**src/frontend_pkg.sv**
```systemverilog
// Front end widths, reset PC, queue entry and memory answer structs
package frontend_pkg;

   // Fetch window of four aligned instructions
   localparam int p_fetch_width = 2;
   localparam int fetch_width = 1 << p_fetch_width;

   // Decode takes up to two entries per cycle
   localparam int p_issue_width = 1;
   localparam int issue_width = 1 << p_issue_width;

   // Entries per bank FIFO, log2
   localparam int p_bank_depth = 2;

   localparam int insn_w = 32;
   localparam int pc_w = 32;

   // Fetch starts here after reset
   localparam logic [pc_w-1:0] reset_pc = 32'h0000_1000;

   // One queued instruction
   typedef struct packed {
      logic [insn_w-1:0] ins;
      logic [pc_w-1:0]   pc;
      logic              exc;
   } iq_entry_t;

   // One memory answer, slot 0 in the low bits of data
   typedef struct packed {
      logic                           valid;
      logic                           fault;
      logic [fetch_width*insn_w-1:0]  data;
   } mem_rsp_t;

endpackage

```
**src/fetch_seq.sv**
```systemverilog
// Fetch sequencer with window requests, response kill, slot PCs and fault stall
`timescale 1ns/1ps

module fetch_seq (
   input  logic                                                    clk,
   input  logic                                                    rst,
   input  logic                                                    redirect,
   input  logic [frontend_pkg::pc_w-1:0]                           redirect_pc,
   input  logic                                                    iq_ready,
   output logic                                                    mem_req,
   output logic [frontend_pkg::pc_w-1:0]                           mem_addr,
   input  frontend_pkg::mem_rsp_t                                  mem_rsp,
   output frontend_pkg::iq_entry_t [frontend_pkg::fetch_width-1:0] iq_entry,
   output logic [frontend_pkg::p_fetch_width:0]                    iq_push_cnt,
   output logic [frontend_pkg::p_fetch_width-1:0]                  iq_push_offset
);

   import frontend_pkg::*;

   // Held low for the first cycle after reset
   logic                     run;
   logic [pc_w-1:0]          fetch_pc;
   // PC of the request in flight, unaligned part kept for the offset
   logic [pc_w-1:0]          req_pc;
   logic                     req_live;
   logic                     fault_stall;
   logic                     rsp_take;
   logic                     rsp_fault;
   logic [p_fetch_width-1:0] offset;

   assign offset = req_pc[p_fetch_width+1:2];

   // A redirect in the response cycle discards the window
   assign rsp_take = mem_rsp.valid & req_live & ~redirect;
   assign rsp_fault = rsp_take & mem_rsp.fault;

   // Window address is always aligned
   assign mem_addr = {fetch_pc[pc_w-1:p_fetch_width+2], {(p_fetch_width + 2){1'b0}}};

   // A faulting answer also blocks the request of the same cycle
   assign mem_req = run & iq_ready & ~fault_stall & ~rsp_fault & ~redirect;

   assign iq_push_cnt = rsp_take ? (p_fetch_width + 1)'(fetch_width) - {1'b0, offset} : '0;
   assign iq_push_offset = offset;

   // Slot PCs rebuilt from the requested window
   always_comb
   begin
      for (int s = 0; s < fetch_width; s++)
      begin
         iq_entry[s].ins = mem_rsp.data[s*insn_w +: insn_w];
         iq_entry[s].pc = {req_pc[pc_w-1:p_fetch_width+2], p_fetch_width'(s), 2'b00};
         iq_entry[s].exc = mem_rsp.fault;
      end
   end

   always_ff @(posedge clk)
   begin
      if (mem_req)
      begin
         req_pc <= fetch_pc;
      end
   end

   always_ff @(posedge clk)
   begin
      if (rst)
      begin
         run <= 1'b0;
         fetch_pc <= reset_pc;
         req_live <= 1'b0;
         fault_stall <= 1'b0;
      end
      else
      begin
         run <= 1'b1;
         // Requests never coincide with a redirect, so one live bit suffices
         req_live <= mem_req;
         if (redirect)
         begin
            fetch_pc <= redirect_pc;
         end
         else if (mem_req)
         begin
            fetch_pc <= mem_addr + pc_w'(fetch_width * 4);
         end
         // Stall stays until software steers fetch elsewhere
         if (redirect)
         begin
            fault_stall <= 1'b0;
         end
         else if (rsp_fault)
         begin
            fault_stall <= 1'b1;
         end
      end
   end

endmodule

```
**src/fifo_fwft.sv**
```systemverilog
// First-word-fall-through FIFO with flush and two-entry headroom ready
`timescale 1ns/1ps

module fifo_fwft #(
   parameter int dw = 32,
   parameter int depth_width = 2
) (
   input  logic          clk,
   input  logic          rst,
   input  logic          flush,
   input  logic          push,
   input  logic [dw-1:0] din,
   input  logic          pop,
   output logic [dw-1:0] dout,
   output logic          valid,
   output logic          ready
);

   logic [dw-1:0]          mem [1 << depth_width];
   logic [depth_width-1:0] rd_ptr;
   logic [depth_width-1:0] wr_ptr;
   logic [depth_width:0]   count;
   logic                   do_push;
   logic                   do_pop;

   // Pop only a present entry
   assign do_pop = pop & valid;

   // Full bank still takes a push when the head leaves in the same cycle
   assign do_push = push & ((count < (1 << depth_width)) | do_pop);

   // Oldest entry always on the output
   assign dout = mem[rd_ptr];
   assign valid = (count != '0);

   // Room for one window in flight plus the next one
   assign ready = (count + 2 <= (1 << depth_width));

   always_ff @(posedge clk)
   begin
      if (do_push)
      begin
         mem[wr_ptr] <= din;
      end
   end

   always_ff @(posedge clk)
   begin
      if (rst || flush)
      begin
         rd_ptr <= '0;
         wr_ptr <= '0;
         count <= '0;
      end
      else
      begin
         if (do_push)
         begin
            wr_ptr <= wr_ptr + 1'b1;
         end
         if (do_pop)
         begin
            rd_ptr <= rd_ptr + 1'b1;
         end
         count <= count + do_push - do_pop;
      end
   end

endmodule

```
**src/frontend_top.sv**
```systemverilog
// Front end top with fetch sequencer and prefetch buffer
`timescale 1ns/1ps

module frontend_top (
   input  logic                                                    clk,
   input  logic                                                    rst,
   output logic                                                    mem_req,
   output logic [frontend_pkg::pc_w-1:0]                           mem_addr,
   input  frontend_pkg::mem_rsp_t                                  mem_rsp,
   input  logic                                                    redirect,
   input  logic [frontend_pkg::pc_w-1:0]                           redirect_pc,
   output frontend_pkg::iq_entry_t [frontend_pkg::issue_width-1:0] id_entry,
   output logic [frontend_pkg::issue_width-1:0]                    id_valid,
   input  logic [frontend_pkg::p_issue_width:0]                    id_pop_cnt
);

   import frontend_pkg::*;

   iq_entry_t [fetch_width-1:0] iq_entry;
   logic [p_fetch_width:0]      iq_push_cnt;
   logic [p_fetch_width-1:0]    iq_push_offset;
   logic                        iq_ready;

   fetch_seq u_fetch_seq (
      .clk            (clk),
      .rst            (rst),
      .redirect       (redirect),
      .redirect_pc    (redirect_pc),
      .iq_ready       (iq_ready),
      .mem_req        (mem_req),
      .mem_addr       (mem_addr),
      .mem_rsp        (mem_rsp),
      .iq_entry       (iq_entry),
      .iq_push_cnt    (iq_push_cnt),
      .iq_push_offset (iq_push_offset)
   );

   // Redirect empties the queue
   prefetch_buf u_prefetch_buf (
      .clk            (clk),
      .rst            (rst),
      .flush          (redirect),
      .iq_entry       (iq_entry),
      .iq_push_cnt    (iq_push_cnt),
      .iq_push_offset (iq_push_offset),
      .iq_ready       (iq_ready),
      .id_entry       (id_entry),
      .id_valid       (id_valid),
      .id_pop_cnt     (id_pop_cnt)
   );

endmodule

```
**src/prefetch_buf.sv**
```systemverilog
// Banked prefetch buffer with rotated push and issue slots
`timescale 1ns/1ps

module prefetch_buf (
   input  logic                                                   clk,
   input  logic                                                   rst,
   input  logic                                                   flush,
   input  frontend_pkg::iq_entry_t [frontend_pkg::fetch_width-1:0] iq_entry,
   input  logic [frontend_pkg::p_fetch_width:0]                   iq_push_cnt,
   input  logic [frontend_pkg::p_fetch_width-1:0]                 iq_push_offset,
   output logic                                                   iq_ready,
   output frontend_pkg::iq_entry_t [frontend_pkg::issue_width-1:0] id_entry,
   output logic [frontend_pkg::issue_width-1:0]                   id_valid,
   input  logic [frontend_pkg::p_issue_width:0]                   id_pop_cnt
);

   import frontend_pkg::*;

   // Bank of the oldest entry and bank of the next free slot
   logic [p_fetch_width-1:0] head_ff;
   logic [p_fetch_width-1:0] tail_ff;
   logic [p_fetch_width:0]   pop_cnt;
   logic [fetch_width-1:0]   bank_push;
   logic [fetch_width-1:0]   bank_pop;
   logic [fetch_width-1:0]   bank_valid;
   logic [fetch_width-1:0]   bank_ready;
   iq_entry_t                bank_din [fetch_width];
   iq_entry_t                bank_dout [fetch_width];

   // Pop count widened to the bank pointer range
   assign pop_cnt = (p_fetch_width + 1)'(id_pop_cnt);

   for (genvar i = 0; i < fetch_width; i++)
   begin : gen_bank
      logic [p_fetch_width-1:0] tail_dist;
      logic [p_fetch_width-1:0] head_dist;
      logic [p_fetch_width-1:0] slot;

      // Distance of this bank from both pointers, modulo the bank count
      assign tail_dist = p_fetch_width'(i) - tail_ff;
      assign head_dist = p_fetch_width'(i) - head_ff;

      // Leading slots below the offset are not part of the window
      assign slot = tail_dist + iq_push_offset;

      assign bank_push[i] = ({1'b0, tail_dist} < iq_push_cnt);
      assign bank_din[i] = iq_entry[slot];
      assign bank_pop[i] = ({1'b0, head_dist} < pop_cnt);

      fifo_fwft #(
         .dw          ($bits(iq_entry_t)),
         .depth_width (p_bank_depth)
      ) u_fifo (
         .clk   (clk),
         .rst   (rst),
         .flush (flush),
         .push  (bank_push[i]),
         .din   (bank_din[i]),
         .pop   (bank_pop[i]),
         .dout  (bank_dout[i]),
         .valid (bank_valid[i]),
         .ready (bank_ready[i])
      );
   end

   // Issue slot k reads the bank k steps after the head
   for (genvar k = 0; k < issue_width; k++)
   begin : gen_issue
      logic [p_fetch_width-1:0] bank_sel;

      assign bank_sel = head_ff + p_fetch_width'(k);
      assign id_entry[k] = bank_dout[bank_sel];
      assign id_valid[k] = bank_valid[bank_sel];
   end

   // Every bank must take one more window beyond the one in flight
   assign iq_ready = &bank_ready;

   // Pointers wrap modulo the bank count, a full window leaves tail in place
   always_ff @(posedge clk)
   begin
      if (rst || flush)
      begin
         head_ff <= '0;
         tail_ff <= '0;
      end
      else
      begin
         head_ff <= head_ff + pop_cnt[p_fetch_width-1:0];
         tail_ff <= tail_ff + iq_push_cnt[p_fetch_width-1:0];
      end
   end

endmodule

```
**config.mk**
```make
export PLATFORM = sky130hd
export DESIGN_NAME = frontend_top
export DESIGN_NICKNAME = d
export VERILOG_FILES = /design/src/frontend_pkg.sv /design/src/fetch_seq.sv /design/src/fifo_fwft.sv /design/src/frontend_top.sv /design/src/prefetch_buf.sv
export SDC_FILE = /design/constraint.sdc
export NUM_CORES = 1
export LEC_CHECK = 0
export BUFFER_PORTS_ARGS = -buffer_cell sky130_fd_sc_hd__buf_2
export CAP_MARGIN = 5
export CORE_ASPECT_RATIO = 1.5
export CORE_MARGIN = 10
export CORE_UTILIZATION = 55
export CTS_CLUSTER_SIZE = 14
export DETAILED_ROUTE_END_ITERATION = 8
export GPL_TIMING_DRIVEN = 0
export PLACE_DENSITY = 0.69
export SYNTH_ARGS = -nofsm -noshare
export SYNTH_HDL_FRONTEND = slang
export SYNTH_HIERARCHICAL = 1
export SYNTH_SLANG_ARGS = --single-unit
```
**constraint.sdc**
```tcl
create_clock -name clk -period 9.3 [get_ports clk]
set_clock_uncertainty 0.1 [all_clocks]
set_input_delay 1.395 -clock clk [delete_from_list [all_inputs] [get_ports clk]]
set_output_delay 1.395 -clock clk [all_outputs]
set_load 0.02 [all_outputs]
```
==> summary.md, run 1 <==
| Metric | Value |
|---|---|
| Initial antenna violation count | 10 |
| GRT overflow | 0 |
| Final min period | 5550 ps |
| Routability Congestion | 0.879 |
| DR vias | 29700 |
| Min-delay worst type | reg2reg |
| Area growth from synthesis to layout | 12.2% |
| Final Hold Slack | 344 ps |
| TritonRoute pass-1 iters | 5 |
| H-tree lvl count | 3 |
| TritonCTS clock tree | built |
| Avg Synthesized Cell Area | 20.6 sq um |
| Number of distinct library cells after synthesis | 62 |
| First-pass GRT wire length | 221 mm |
| CP startpoint kind | register |
| Critical path class | reg2out |
| Top cell type's share of synthesized area | 59.1% |
| Number of synthesized flops with an enable pin | 1070 |
| Latest clock arrival within the worst-skew pair | 710 ps |
| DRT iter0 DRCs | 3338 |
| CP Max Fanout | 10 |
| Via density | 6.80 |
| Die Footprint | 112000 sq um |
| Max Cap Viol | 0 |
| Clock Sinks | 1143 |
| DRC | 0 |
| I/O Buffers | 197 |
| Vias in the first global route | 31500 |
| FMAX | 180 MHz |
| Final non-filler cell total | 4368 |
| Max-slew violations | 0 |
| RSZ-0062 raised after global routing | no |
| Final setup violating endpoints | 0 |
| Starting density of the core | 55.3% |
| Drt total wl | 154 mm |
| Top cells by area, synth | edfxtp_1 (59%), mux4_2 (27%), buf_4 (3.7%), dfxtp_1 (2.7%), ha_1 (1.2%) |
| Final TNS setup | 0 ps |
| Clock Pin Slew Worst Setup and Hold Paths | 60 ps |
| Status | complete, no violations |
| Largest net degree at the start of global routing | 40 |
| Most frequent cells after synthesis | edfxtp_1 (1070), mux4_2 (652), buf_4 (269) |
| FP Rows | 141 |
| YS warnings | 6 |
| Flop and latch count out of synthesis | 1143 |
| Routed len/inst | 35.2 microns |
| Actual slew at the worst max-slew pin | 1210 ps |
| Layout filler cell count | 6813 |
| Mapped Area | 54400 sq um |
| Fin crit share | 59.7% |
| Final number of hold-violating endpoints | 0 |
| Setup crit end kind | output port |
| Placed cells | 4168 |
| Post-CTS Setup Inserts | 0 |
| Clk root buf | clkbuf_16 |
| Estimated wirelength of the detail-placed design | 104 mm |
| Layout cells sized above 1 | 46.4% |
| Detail Route Antenna Nets | 0 |
| Register area share after synthesis | 61.8% |
| Top-level I/O count | 332 |
| Leakage Power | 19.8 nW |
| Synth async-reset ratio | 0% |
| Die Y-Extent | 405 microns |
| Cell Area, Placed | 57600 sq um |
| Core ar. | 98300 sq um |
| Die X | 277 microns |
| Clk buf depth | 3 |
| Nets | 3216 |
| Total CTS buffers | 106 |
| Slew HR | 19.1% |
| Critical path arrival | 4050 ps |
| Worst VDD drop | 0.149 mV |
| Area leader, netlist | edfxtp_1 |
| Post-route cell area | 61000 sq um |
| Pwr per Cell Area | 187 nW/um^2 |
| Post-CTS sizing | 0 |
| Crit path required time | 7810 ps |
| Top FF cell, synth | edfxtp_1 |
| Post-Synthesis Cells | 2645 |
| GRT Util Overall | 27.4% |
| Most frequent cell after synthesis | edfxtp_1 |
| # hold bufs at CTS | 0 |
-- cell families after synthesis --
group | Yosys count | share of synthesized area, %
buf+inv | 484 | 6.27
flops | 1143 | 61.8
xor+xnor | 28 | 0.465
fa+ha+maj | 57 | 1.37
simple gates | 178 | 1.79
other cells | 2 | 0.0138
compound gates | 100 | 1.30
mux | 653 | 27.0
-- final cells by class --
class                   instances  area, sq um  share of cell area [%]
flip-flops and latches       1143        33600                    55.1
multi-input cells            1036        17500                    28.7
plain buffers                 428         3200                    5.24
clock buffers                 139         2960                    4.86
well taps                    1287         1610                    2.64
repair buffers                221         1550                    2.55
clock inverters                54          387                   0.634
inverters                      56          210                   0.345
diodes                          4         10.0                  0.0164
-- stage by stage --
stage	setup WS (ps)	utilization, %	total power [mW]
6_report	3750	62.1	11.4
5_1_grt	3740	62.1	11.7
4_1_cts	3800	62.0	11.4
3_5_place_dp	3340	58.6	7.26
3_3_place_gp	693	58.0	7.21
2_1_floorplan	4030	-	6.84
-- worst max-delay path: stages (launching register included) --
cell,delay [ps]
dfxtp_1,350
buf_2,430
buf_1,890
clkbuf_1,960
mux4_2,490
buf_2,190
-- cells in the final DEF, fill, tap and decap left out, types with 10 or more instances in the layout --
| master | Yosys | final |
|---|---|---|
| buf_4 | 269 | 269 |
| clkbuf_1 | 47 | 67 |
| a21oi_1 | 19 | 19 |
| buf_6 | 12 | 13 |
| a211oi_1 | 11 | 11 |
| ha_1 | 53 | 53 |
| clkinv_1 | 1 | 24 |
| inv_1 | 54 | 54 |
| xnor2_1 | 21 | 21 |
| conb_1 | 2 | 20 |
| nor3_1 | 10 | 10 |
| buf_2 | 68 | 266 |
| buf_16 | 0 | 16 |
| clkinv_2 | 0 | 17 |
| buf_12 | 25 | 29 |
| nor2_1 | 53 | 52 |
| nand2_1 | 12 | 12 |
| edfxtp_1 | 1070 | 1070 |
| nand3_1 | 13 | 13 |
| and2_4 | 0 | 16 |
| or3_1 | 15 | 15 |
| dfxtp_1 | 73 | 73 |
| o21ai_0 | 16 | 16 |
| clkbuf_16 | 0 | 111 |
| mux4_2 | 652 | 652 |
-- path summary, 6_finish.rpt --
path	startpoint	to	slack, ps	cells past startpoint
max	u_prefetch_buf/head_ff[0]$_SDFF_PP0_	id_entry[59]	3750	5
min	u_fetch_seq/fetch_pc[3]$_SDFFE_PP0P_	u_fetch_seq/req_pc[3]$_DFFE_PP_	340	0
max reg2reg	u_prefetch_buf/head_ff[1]$_SDFF_PP0_	u_prefetch_buf/gen_bank[2].u_fifo/mem[3][28]$_DFFE_PP_	4120	11
min reg2reg	u_fetch_seq/fetch_pc[3]$_SDFFE_PP0P_	u_fetch_seq/req_pc[3]$_DFFE_PP_	340	0
-- per-layer routing --
layer	global-route usage, %	up-vias	share of wire [%]
met1	33.4	15900	34
met5	0	-	0.043
met3	6.14	291	10
met4	10.1	10	3.4
li1	-	11700	-
met2	47.6	1827	52
-- registers in the layout, summed over array words and instances, names as in the netlist, named ones only --
name,cells
u_fetch_seq/run,1
u_prefetch_buf/gen_bank.u_fifo/rd_ptr,8
u_fetch_seq/req_live,1
u_fetch_seq/req_pc,30
u_prefetch_buf/tail_ff,2
u_prefetch_buf/gen_bank.u_fifo/mem,1040
u_prefetch_buf/head_ff,2
u_fetch_seq/fault_stall,1
u_prefetch_buf/gen_bank.u_fifo/wr_ptr,8
u_fetch_seq/fetch_pc,30
u_prefetch_buf/gen_bank.u_fifo/count,12
-- report_power, final --
part | internal [mW] | total (mW) | switching (mW)
clock network | 2.35 | 4.23 | 1.88
registers | 5.82 | 5.87 | 0.0514
logic | 0.565 | 1.29 | 0.729
Note: power is estimated with default switching activity, not from simulation.
==> run 2, diff against run 1 <==
--- a/config.mk
+++ b/config.mk
@@ -13,7 +13,7 @@
 export CTS_CLUSTER_SIZE = 14
 export DETAILED_ROUTE_END_ITERATION = 8
 export GPL_TIMING_DRIVEN = 0
-export PLACE_DENSITY = 0.69
+export PLACE_DENSITY = 0.72
 export SYNTH_ARGS = -nofsm -noshare
 export SYNTH_HDL_FRONTEND = slang
 export SYNTH_HIERARCHICAL = 1
==> constraint.sdc (replaced) <==
create_clock -name clk -period 4.6 [get_ports clk]
set_clock_uncertainty 0.1 [all_clocks]
set_input_delay 0.69 -clock clk [delete_from_list [all_inputs] [get_ports clk]]
set_output_delay 0.69 -clock clk [all_outputs]
set_load 0.02 [all_outputs]
==> run 2 against run 1 <==
  * Final cell count barely moved
  * Via count rose by 0.69%
  * Worst setup slack got worse by 3700 ps
==> summary.md, run 2 (same netlist as run 1, synthesis figures left out) <==
| Metric | Value |
|---|---|
| Vias in the first global route | 31500 (+0.19%) |
| CP Max Fanout | 10 (unchanged) |
| Placed cells | 4164 (-0.096%) |
| Clk buf depth | 3 (unchanged) |
| Max-slew violations | 0 (unchanged) |
| I/O Buffers | 197 (unchanged) |
| Die Footprint | 112000 sq um (unchanged) |
| Setup crit end kind | output port |
| Dpl ws | -653 ps (-3990 ps) |
| Nets | 3214 (-0.062%) |
| Worst VDD drop | 0.283 mV (+89%) |
| GRT overflow | 0 (unchanged) |
| Final min period | 4590 ps |
| H-tree lvl count | 3 (unchanged) |
| Top Registers | u_prefetch_buf/gen_bank.u_fifo/mem x1040, u_fetch_seq/fetch_pc x30, u_fetch_seq/req_pc x30 |
| DRC | 0 (unchanged) |
| Critical path arrival | 3800 ps (-250 ps) |
| TritonRoute pass-1 iters | 5 (unchanged) |
| CP bufs+invs | 4 (unchanged) |
| Initial antenna violation count | 21 (+11) |
| FMAX | 218 MHz |
| Detail Route Antenna Nets | 0 (unchanged) |
| Via density | 6.84 (+0.65%) |
| DR vias | 29900 (+0.69%) |
| Estimated wirelength of the detail-placed design | 102 mm (-2.3%) |
| Die X | 277 microns (unchanged) |
| Pwr per Cell Area | 381 nW/um^2 (+100%) |
| Max reg flops | 1040 (unchanged) |
| Total power | 23.2 mW (+100%) |
| Clock Sinks | 1143 (unchanged) |
| Largest net degree at the start of global routing | 42 (+5.0%) |
| Final setup violating endpoints | 0 (unchanged) |
| Status | complete, no violations |
| Die Y-Extent | 405 microns (unchanged) |
| Slew HR | 17.7% (-1.4 points) |
| CP startpoint kind | register |
| RSZ-0062 raised after global routing | yes |
| Layout cells sized above 1 | 46.4% (-0.048 points) |
| Slowest cell on the critical path | buf_1 |
| Critical path class | reg2out |
| Final WS setup | 7.18 ps (-3740 ps) |
| Latest clock arrival within the worst-skew pair | 710 ps (about the same) |
| Starting density of the core | 55.3% (unchanged) |
| Routability Congestion | 0.877 (-0.27%) |
| Largest Register | u_prefetch_buf/gen_bank.u_fifo/mem |
| Routed len/inst | 35.7 microns (+1.6%) |
| Total CTS buffers | 107 (+0.94%) |
| Min-delay worst type | in2reg |
| Top-level I/O count | 332 (unchanged) |
| GRT Util Overall | 27.8% (+0.44 points) |
| CP top delay family | buffers and inverters |
| FP Rows | 141 (unchanged) |
| Leakage Power | 19.8 nW (about the same) |
| CP Cell Sequence | buf_2 > buf_1 > buf_1 > mux4_2 > buf_2 |
| Max Cap Viol | 0 (unchanged) |
| DRT iter0 DRCs | 3538 (+6.0%) |
| Final number of hold-violating endpoints | 0 (unchanged) |
| First-pass GRT wire length | 223 mm (+1.2%) |
| Actual slew at the worst max-slew pin | 1230 ps (+20.5 ps) |
| Fin crit share | 99.8% |
| Most frequent cells in the layout | edfxtp_1 (1070), mux4_2 (652), buf_4 (270) |
| Core ar. | 98300 sq um (unchanged) |
| Final core utilization | 62.1% (about the same) |
| Clk root buf | clkbuf_16 |
| Area growth from synthesis to layout | 12.2% (about the same) |
| Slowest stage delay, CP | 830 ps (-130 ps) |
| Commonest non-fill, non-tap cell in the layout | edfxtp_1 |
| Final non-filler cell total | 4370 (+0.046%) |
| Crit path required time | 3810 ps (-4000 ps) |
| Drt total wl | 156 mm (+1.6%) |
| TritonCTS clock tree | built |
| Clock Pin Slew Worst Setup and Hold Paths | 70 ps (about the same) |
-- run 2: path summary, 6_finish.rpt --
kind	from	to	slack [ps]	cells past startpoint
worst min register to register	u_fetch_seq/fetch_pc[2]$_SDFFE_PP0P_	u_fetch_seq/req_pc[2]$_DFFE_PP_	330	0
worst min-delay path	redirect_pc[20]	u_fetch_seq/fetch_pc[20]$_SDFFE_PP0P_	120	3
worst max register to register	u_prefetch_buf/head_ff[0]$_SDFF_PP0_	u_prefetch_buf/gen_bank[2].u_fifo/count[2]$_SDFF_PP0_	160	16
worst max-delay path	u_prefetch_buf/head_ff[0]$_SDFF_PP0_	id_entry[87]	7	5
-- run 2: final cells by class --
class,count,area [sq um]
fillers,6689,37300
flip-flops and latches,1143,33600
multi-input cells,1039,17500
plain buffers,427,3200
clock buffers,146,2950
well taps,1287,1610
repair buffers,216,1440
clock inverters,51,467
inverters,56,210
diodes,5,12.5
-- run 2: routing by layer --
layer	global-route usage (%)	wire [microns]
met1	33.0	51600
met4	12.8	7300
met2	47.2	79600
met3	7.53	17500
met5	0	183
-- run 2: report_power, final --
part | switching [mW] | internal, mW
Sequential | 0.105 | 11.8
Combinational | 1.48 | 1.14
Clock | 3.83 | 4.93
Total | 5.41 | 17.8
-- run 2: worst register-to-register path, stage by stage (launching register included) --
cell,delay (ps)
dfxtp_1,370
buf_2,410
buf_1,760
xor2_1,250
inv_1,70
ha_1,270
a21oi_1,320
nor2b_1,150
nor2_2,370
inv_1,90
ha_1,300
inv_1,60
ha_1,140
inv_1,50
fa_1,380
xnor2_1,170
nor2_1,60
-- run 2: stage by stage --
step | hold WS (ps) | cell area [sq um] | TNS (ps)
after detailed placement | 315 | 57500 | -273300
after floorplan | 308 | 54400 | 0
after global placement | 317 | 57000 | -3052440
after CTS | 81.9 | 61000 | 0
after global routing | 127 | 61000 | -60.6
final | 124 | 61000 | 0
-- run 2: repair_timing --
action                                  in CTS  in global routing
cloned                                       3                  0
gates resized for setup                      4                  4
hold buffers                                 0                  0
pin swaps                                    3                  0
setup buffers                                0                  0
endpoints found under the setup margin     860                 85
==> run 3, diff against run 2 <==
--- a/config.mk
+++ b/config.mk
@@ -7,13 +7,14 @@
 export LEC_CHECK = 0
 export BUFFER_PORTS_ARGS = -buffer_cell sky130_fd_sc_hd__buf_2
 export CAP_MARGIN = 5
-export CORE_ASPECT_RATIO = 1.5
+export CORE_ASPECT_RATIO = 1.75
 export CORE_MARGIN = 10
 export CORE_UTILIZATION = 55
 export CTS_CLUSTER_SIZE = 14
 export DETAILED_ROUTE_END_ITERATION = 8
 export GPL_TIMING_DRIVEN = 0
 export PLACE_DENSITY = 0.72
+export SETUP_SLACK_MARGIN = 0.02
 export SYNTH_ARGS = -nofsm -noshare
 export SYNTH_HDL_FRONTEND = slang
 export SYNTH_HIERARCHICAL = 1
==> run 3 against run 2 <==
  * Sequential power is essentially flat
  * Cell area down 0.19%
  * Sequential cell count unchanged
  * Clock power decreased by 3.9%
  * Power down 1.5%
  * Die area grew 0.21%
  * Wire length is 0.28% lower
  * Worst setup slack better by 230 ps
  * Fmax rose by 5.2%
  * Sequential share of layout area is 0.10 points higher
  * Combinational power barely moved
  * Hold slack improved by 19 ps
==> summary.md, run 3 (same netlist as run 1, synthesis figures left out) <==
| Metric | Value |
|---|---|
| Final number of hold-violating endpoints | 0 (unchanged) |
| Actual slew at the worst max-slew pin | 1270 ps (+38.7 ps) |
| CP Max Fanout | 42 (+32) |
| GRT Util Overall | 27.8% (about the same) |
| CP Cell Sequence | buf_2 > clkbuf_1 > clkbuf_2 > nor2_1 > and2_1 > inv_1 > ha_1 > nor2b_1 > o21bai_1 > inv_1 > nor2_2 > and2_4 > buf_16 |
| Reg-to-reg startpoint | u_prefetch_buf/head_ff[1]$_SDFF_PP0_ |
| Via density | 6.84 (about the same) |
| Critical path arrival | 4630 ps (+830 ps) |
| GRT overflow | 0 (unchanged) |
| Total power | 22.9 mW (-1.5%) |
| Met3 GRT Util | 6.89% (-0.65 points) |
| Die X | 258 microns (-6.9%) |
| Clk root buf | clkbuf_16 |
| Final WS setup | 235 ps (+228 ps) |
| FMAX | 229 MHz (+5.2%) |
| Top-level I/O count | 332 (unchanged) |
| R2R depth | 9 (-7) |
| Hold Startpoint | redirect_pc[3] |
| # hold bufs at CTS | 0 (unchanged) |
| Final TNS setup | 0 ps (unchanged) |
| Commonest non-fill, non-tap cell in the layout | edfxtp_1 |
| Fin crit share | 94.9% (-5.0 points) |
| Leakage Power | 19.7 nW (-0.30%) |
| Starting density of the core | 55.4% (+0.074 points) |
| Nets | 3212 (-0.062%) |
| H-tree lvl count | 3 (unchanged) |
| Placed cells | 4188 (+0.58%) |
| Status | complete, no violations |
| Max reg flops | 1040 (unchanged) |
| FP Rows | 152 (+7.8%) |
| Latest clock arrival within the worst-skew pair | 710 ps (about the same) |
| Slowest cell on the critical path | and2_4 |
| Dpl ws | -692 ps (-38.4 ps) |
| Clk buf depth | 3 (unchanged) |
| Worst VDD drop | 0.311 mV (+9.8%) |
| Top cell by count, worst path | inv_1 |
| Routability Congestion | 0.875 (-0.24%) |
| Layout cells sized above 1 | 46.4% (about the same) |
| Top Registers | u_prefetch_buf/gen_bank.u_fifo/mem x1040, u_fetch_seq/fetch_pc x30, u_fetch_seq/req_pc x30 |
| Clock Sinks | 1143 (unchanged) |
| Slowest stage delay, CP | 610 ps (-220 ps) |
| First-pass GRT wire length | 222 mm (-0.35%) |
| Core ar. | 98100 sq um (-0.13%) |
| Estimated wirelength of the detail-placed design | 102 mm (+0.46%) |
| Pwr per Cell Area | 376 nW/um^2 (-1.3%) |
| Die Footprint | 112000 sq um (+0.21%) |
| Slew HR | 15.1% (-2.6 points) |
| Detail Route Antenna Nets | 0 (unchanged) |
| TritonCTS clock tree | built |
| R2r endpoint | u_prefetch_buf/gen_bank[0].u_fifo/mem[3][33]$_DFFE_PP_ |
| CP startpoint kind | input port |
| Vias in the first global route | 31600 (+0.26%) |
| Area growth from synthesis to layout | 12.0% |
| Reg-to-reg slack, setup | 320 ps (+160 ps) |
| DR vias | 30000 (+0.21%) |
| Largest Register | u_prefetch_buf/gen_bank.u_fifo/mem |
| Post-CTS Setup Inserts | 0 (unchanged) |
| Routed len/inst | 35.5 microns (-0.58%) |
| Max Cap Viol | 0 (unchanged) |
| Setup crit end kind | register |
| Critical path class | in2reg |
| Max-slew violations | 0 (unchanged) |
| Post-route cell area | 60900 sq um (-0.19%) |
| Final setup violating endpoints | 0 (unchanged) |
| Final core utilization | 62.0% (about the same) |
| Min-delay worst type | in2reg |
| Drt total wl | 156 mm (-0.28%) |
| I/O Buffers | 197 (unchanged) |
| RSZ-0062 raised after global routing | yes |
| Die Y-Extent | 436 microns (+7.6%) |
| DRT iter0 DRCs | 3365 (-4.9%) |
| TritonRoute pass-1 iters | 6 (+1) |
| Final min period | 4360 ps (-228 ps) |
| DRC | 0 (unchanged) |
| Initial antenna violation count | 10 (-52%) |
| Global routing usage on met2 | 48.0% (+0.82 points) |
| Total CTS buffers | 103 (-3.7%) |
| M1 GR Usage | 33.2% (+0.14 points) |
| Largest net degree at the start of global routing | 45 (+7.1%) |
| Clock Pin Slew Worst Setup and Hold Paths | 60 ps (about the same) |
| Hold path cells | 3 (unchanged) |
| Cell Area, Placed | 57600 sq um (+0.13%) |
| Most frequent cells in the layout | edfxtp_1 (1070), mux4_2 (652), buf_4 (270) |
| Final non-filler cell total | 4383 (+0.30%) |
| Final Hold Slack | 143 ps (+18.9 ps) |
| Hold Path End | u_fetch_seq/fetch_pc[3]$_SDFFE_PP0P_ |
| Grt peak-use layer | met2 |
| Crit path required time | 4860 ps (+1050 ps) |
==> run 3: changes by cell type in the layout (fill, tap and decap cells not counted), moves of 2 or more <==
cell	change
inv_6	+3
clkinv_1	+5
and2_2	+2
buf_16	+2
clkbuf_1	-6
clkbuf_8	-4
diode_2	+2
clkinvlp_4	-3
buf_1	-4
clkbuf_16	-4
clkinv_2	-3
clkbuf_2	+5
==> run 3: layout make-up <==
cell class,instances,area (sq um)
sequential,1143,33600
buffer,427,3210
clock inverter,50,430
inverter,56,210
multi-input combinational,1041,17500
fill,6833,37300
antenna,7,17.5
tap,1309,1640
timing repair buffer,216,1470
clock buffer,134,2780
==> run 3: layer usage <==
metal,wire length (microns),vias up
met5,46,-
met4,6100,8
met3,17100,340
met2,81100,2068
met1,51300,15900
li1,-,11600
==> run 3: power by group <==
part	internal, mW	switching [mW]
Clock	4.64	3.78
Combinational	1.14	1.47
Sequential	11.8	0.104
Total	17.5	5.36
==> run 3: what timing repair did <==
item | in CTS | in global routing
resized for setup | 7 | 11
hold endpoints to repair | 0 | 0
pin swaps | 4 | 0
setup endpoints to repair | 769 | 174
cloned | 5 | 0
==> run 3: how the worst max path moves through the flow <==
stage | cells after the start | slack [ps] | end | start
global placement | 12 | -3230 | u_prefetch_buf/gen_bank[0].u_fifo/mem[2][29]$_DFFE_PP_ | redirect
CTS | 5 | 30 | id_entry[91] | u_prefetch_buf/head_ff[0]$_SDFF_PP0_
global route | 19 | -60 | u_prefetch_buf/gen_bank[0].u_fifo/count[2]$_SDFF_PP0_ | redirect
finish | 13 | 240 | u_prefetch_buf/gen_bank[0].u_fifo/mem[3][33]$_DFFE_PP_ | redirect
detailed placement | 13 | -690 | u_prefetch_buf/gen_bank[0].u_fifo/mem[2][33]$_DFFE_PP_ | redirect
floorplan | 11 | 140 | u_prefetch_buf/gen_bank[3].u_fifo/mem[0][0]$_DFFE_PP_ | redirect
==> run 3: worst max-delay path, delay by kind of cell <==
family / cells / cell delay (ps)
fa+ha+maj: 1 / 250
buf+inv: 6 / 1770
simple gates: 5 / 1440
compound gates: 1 / 380
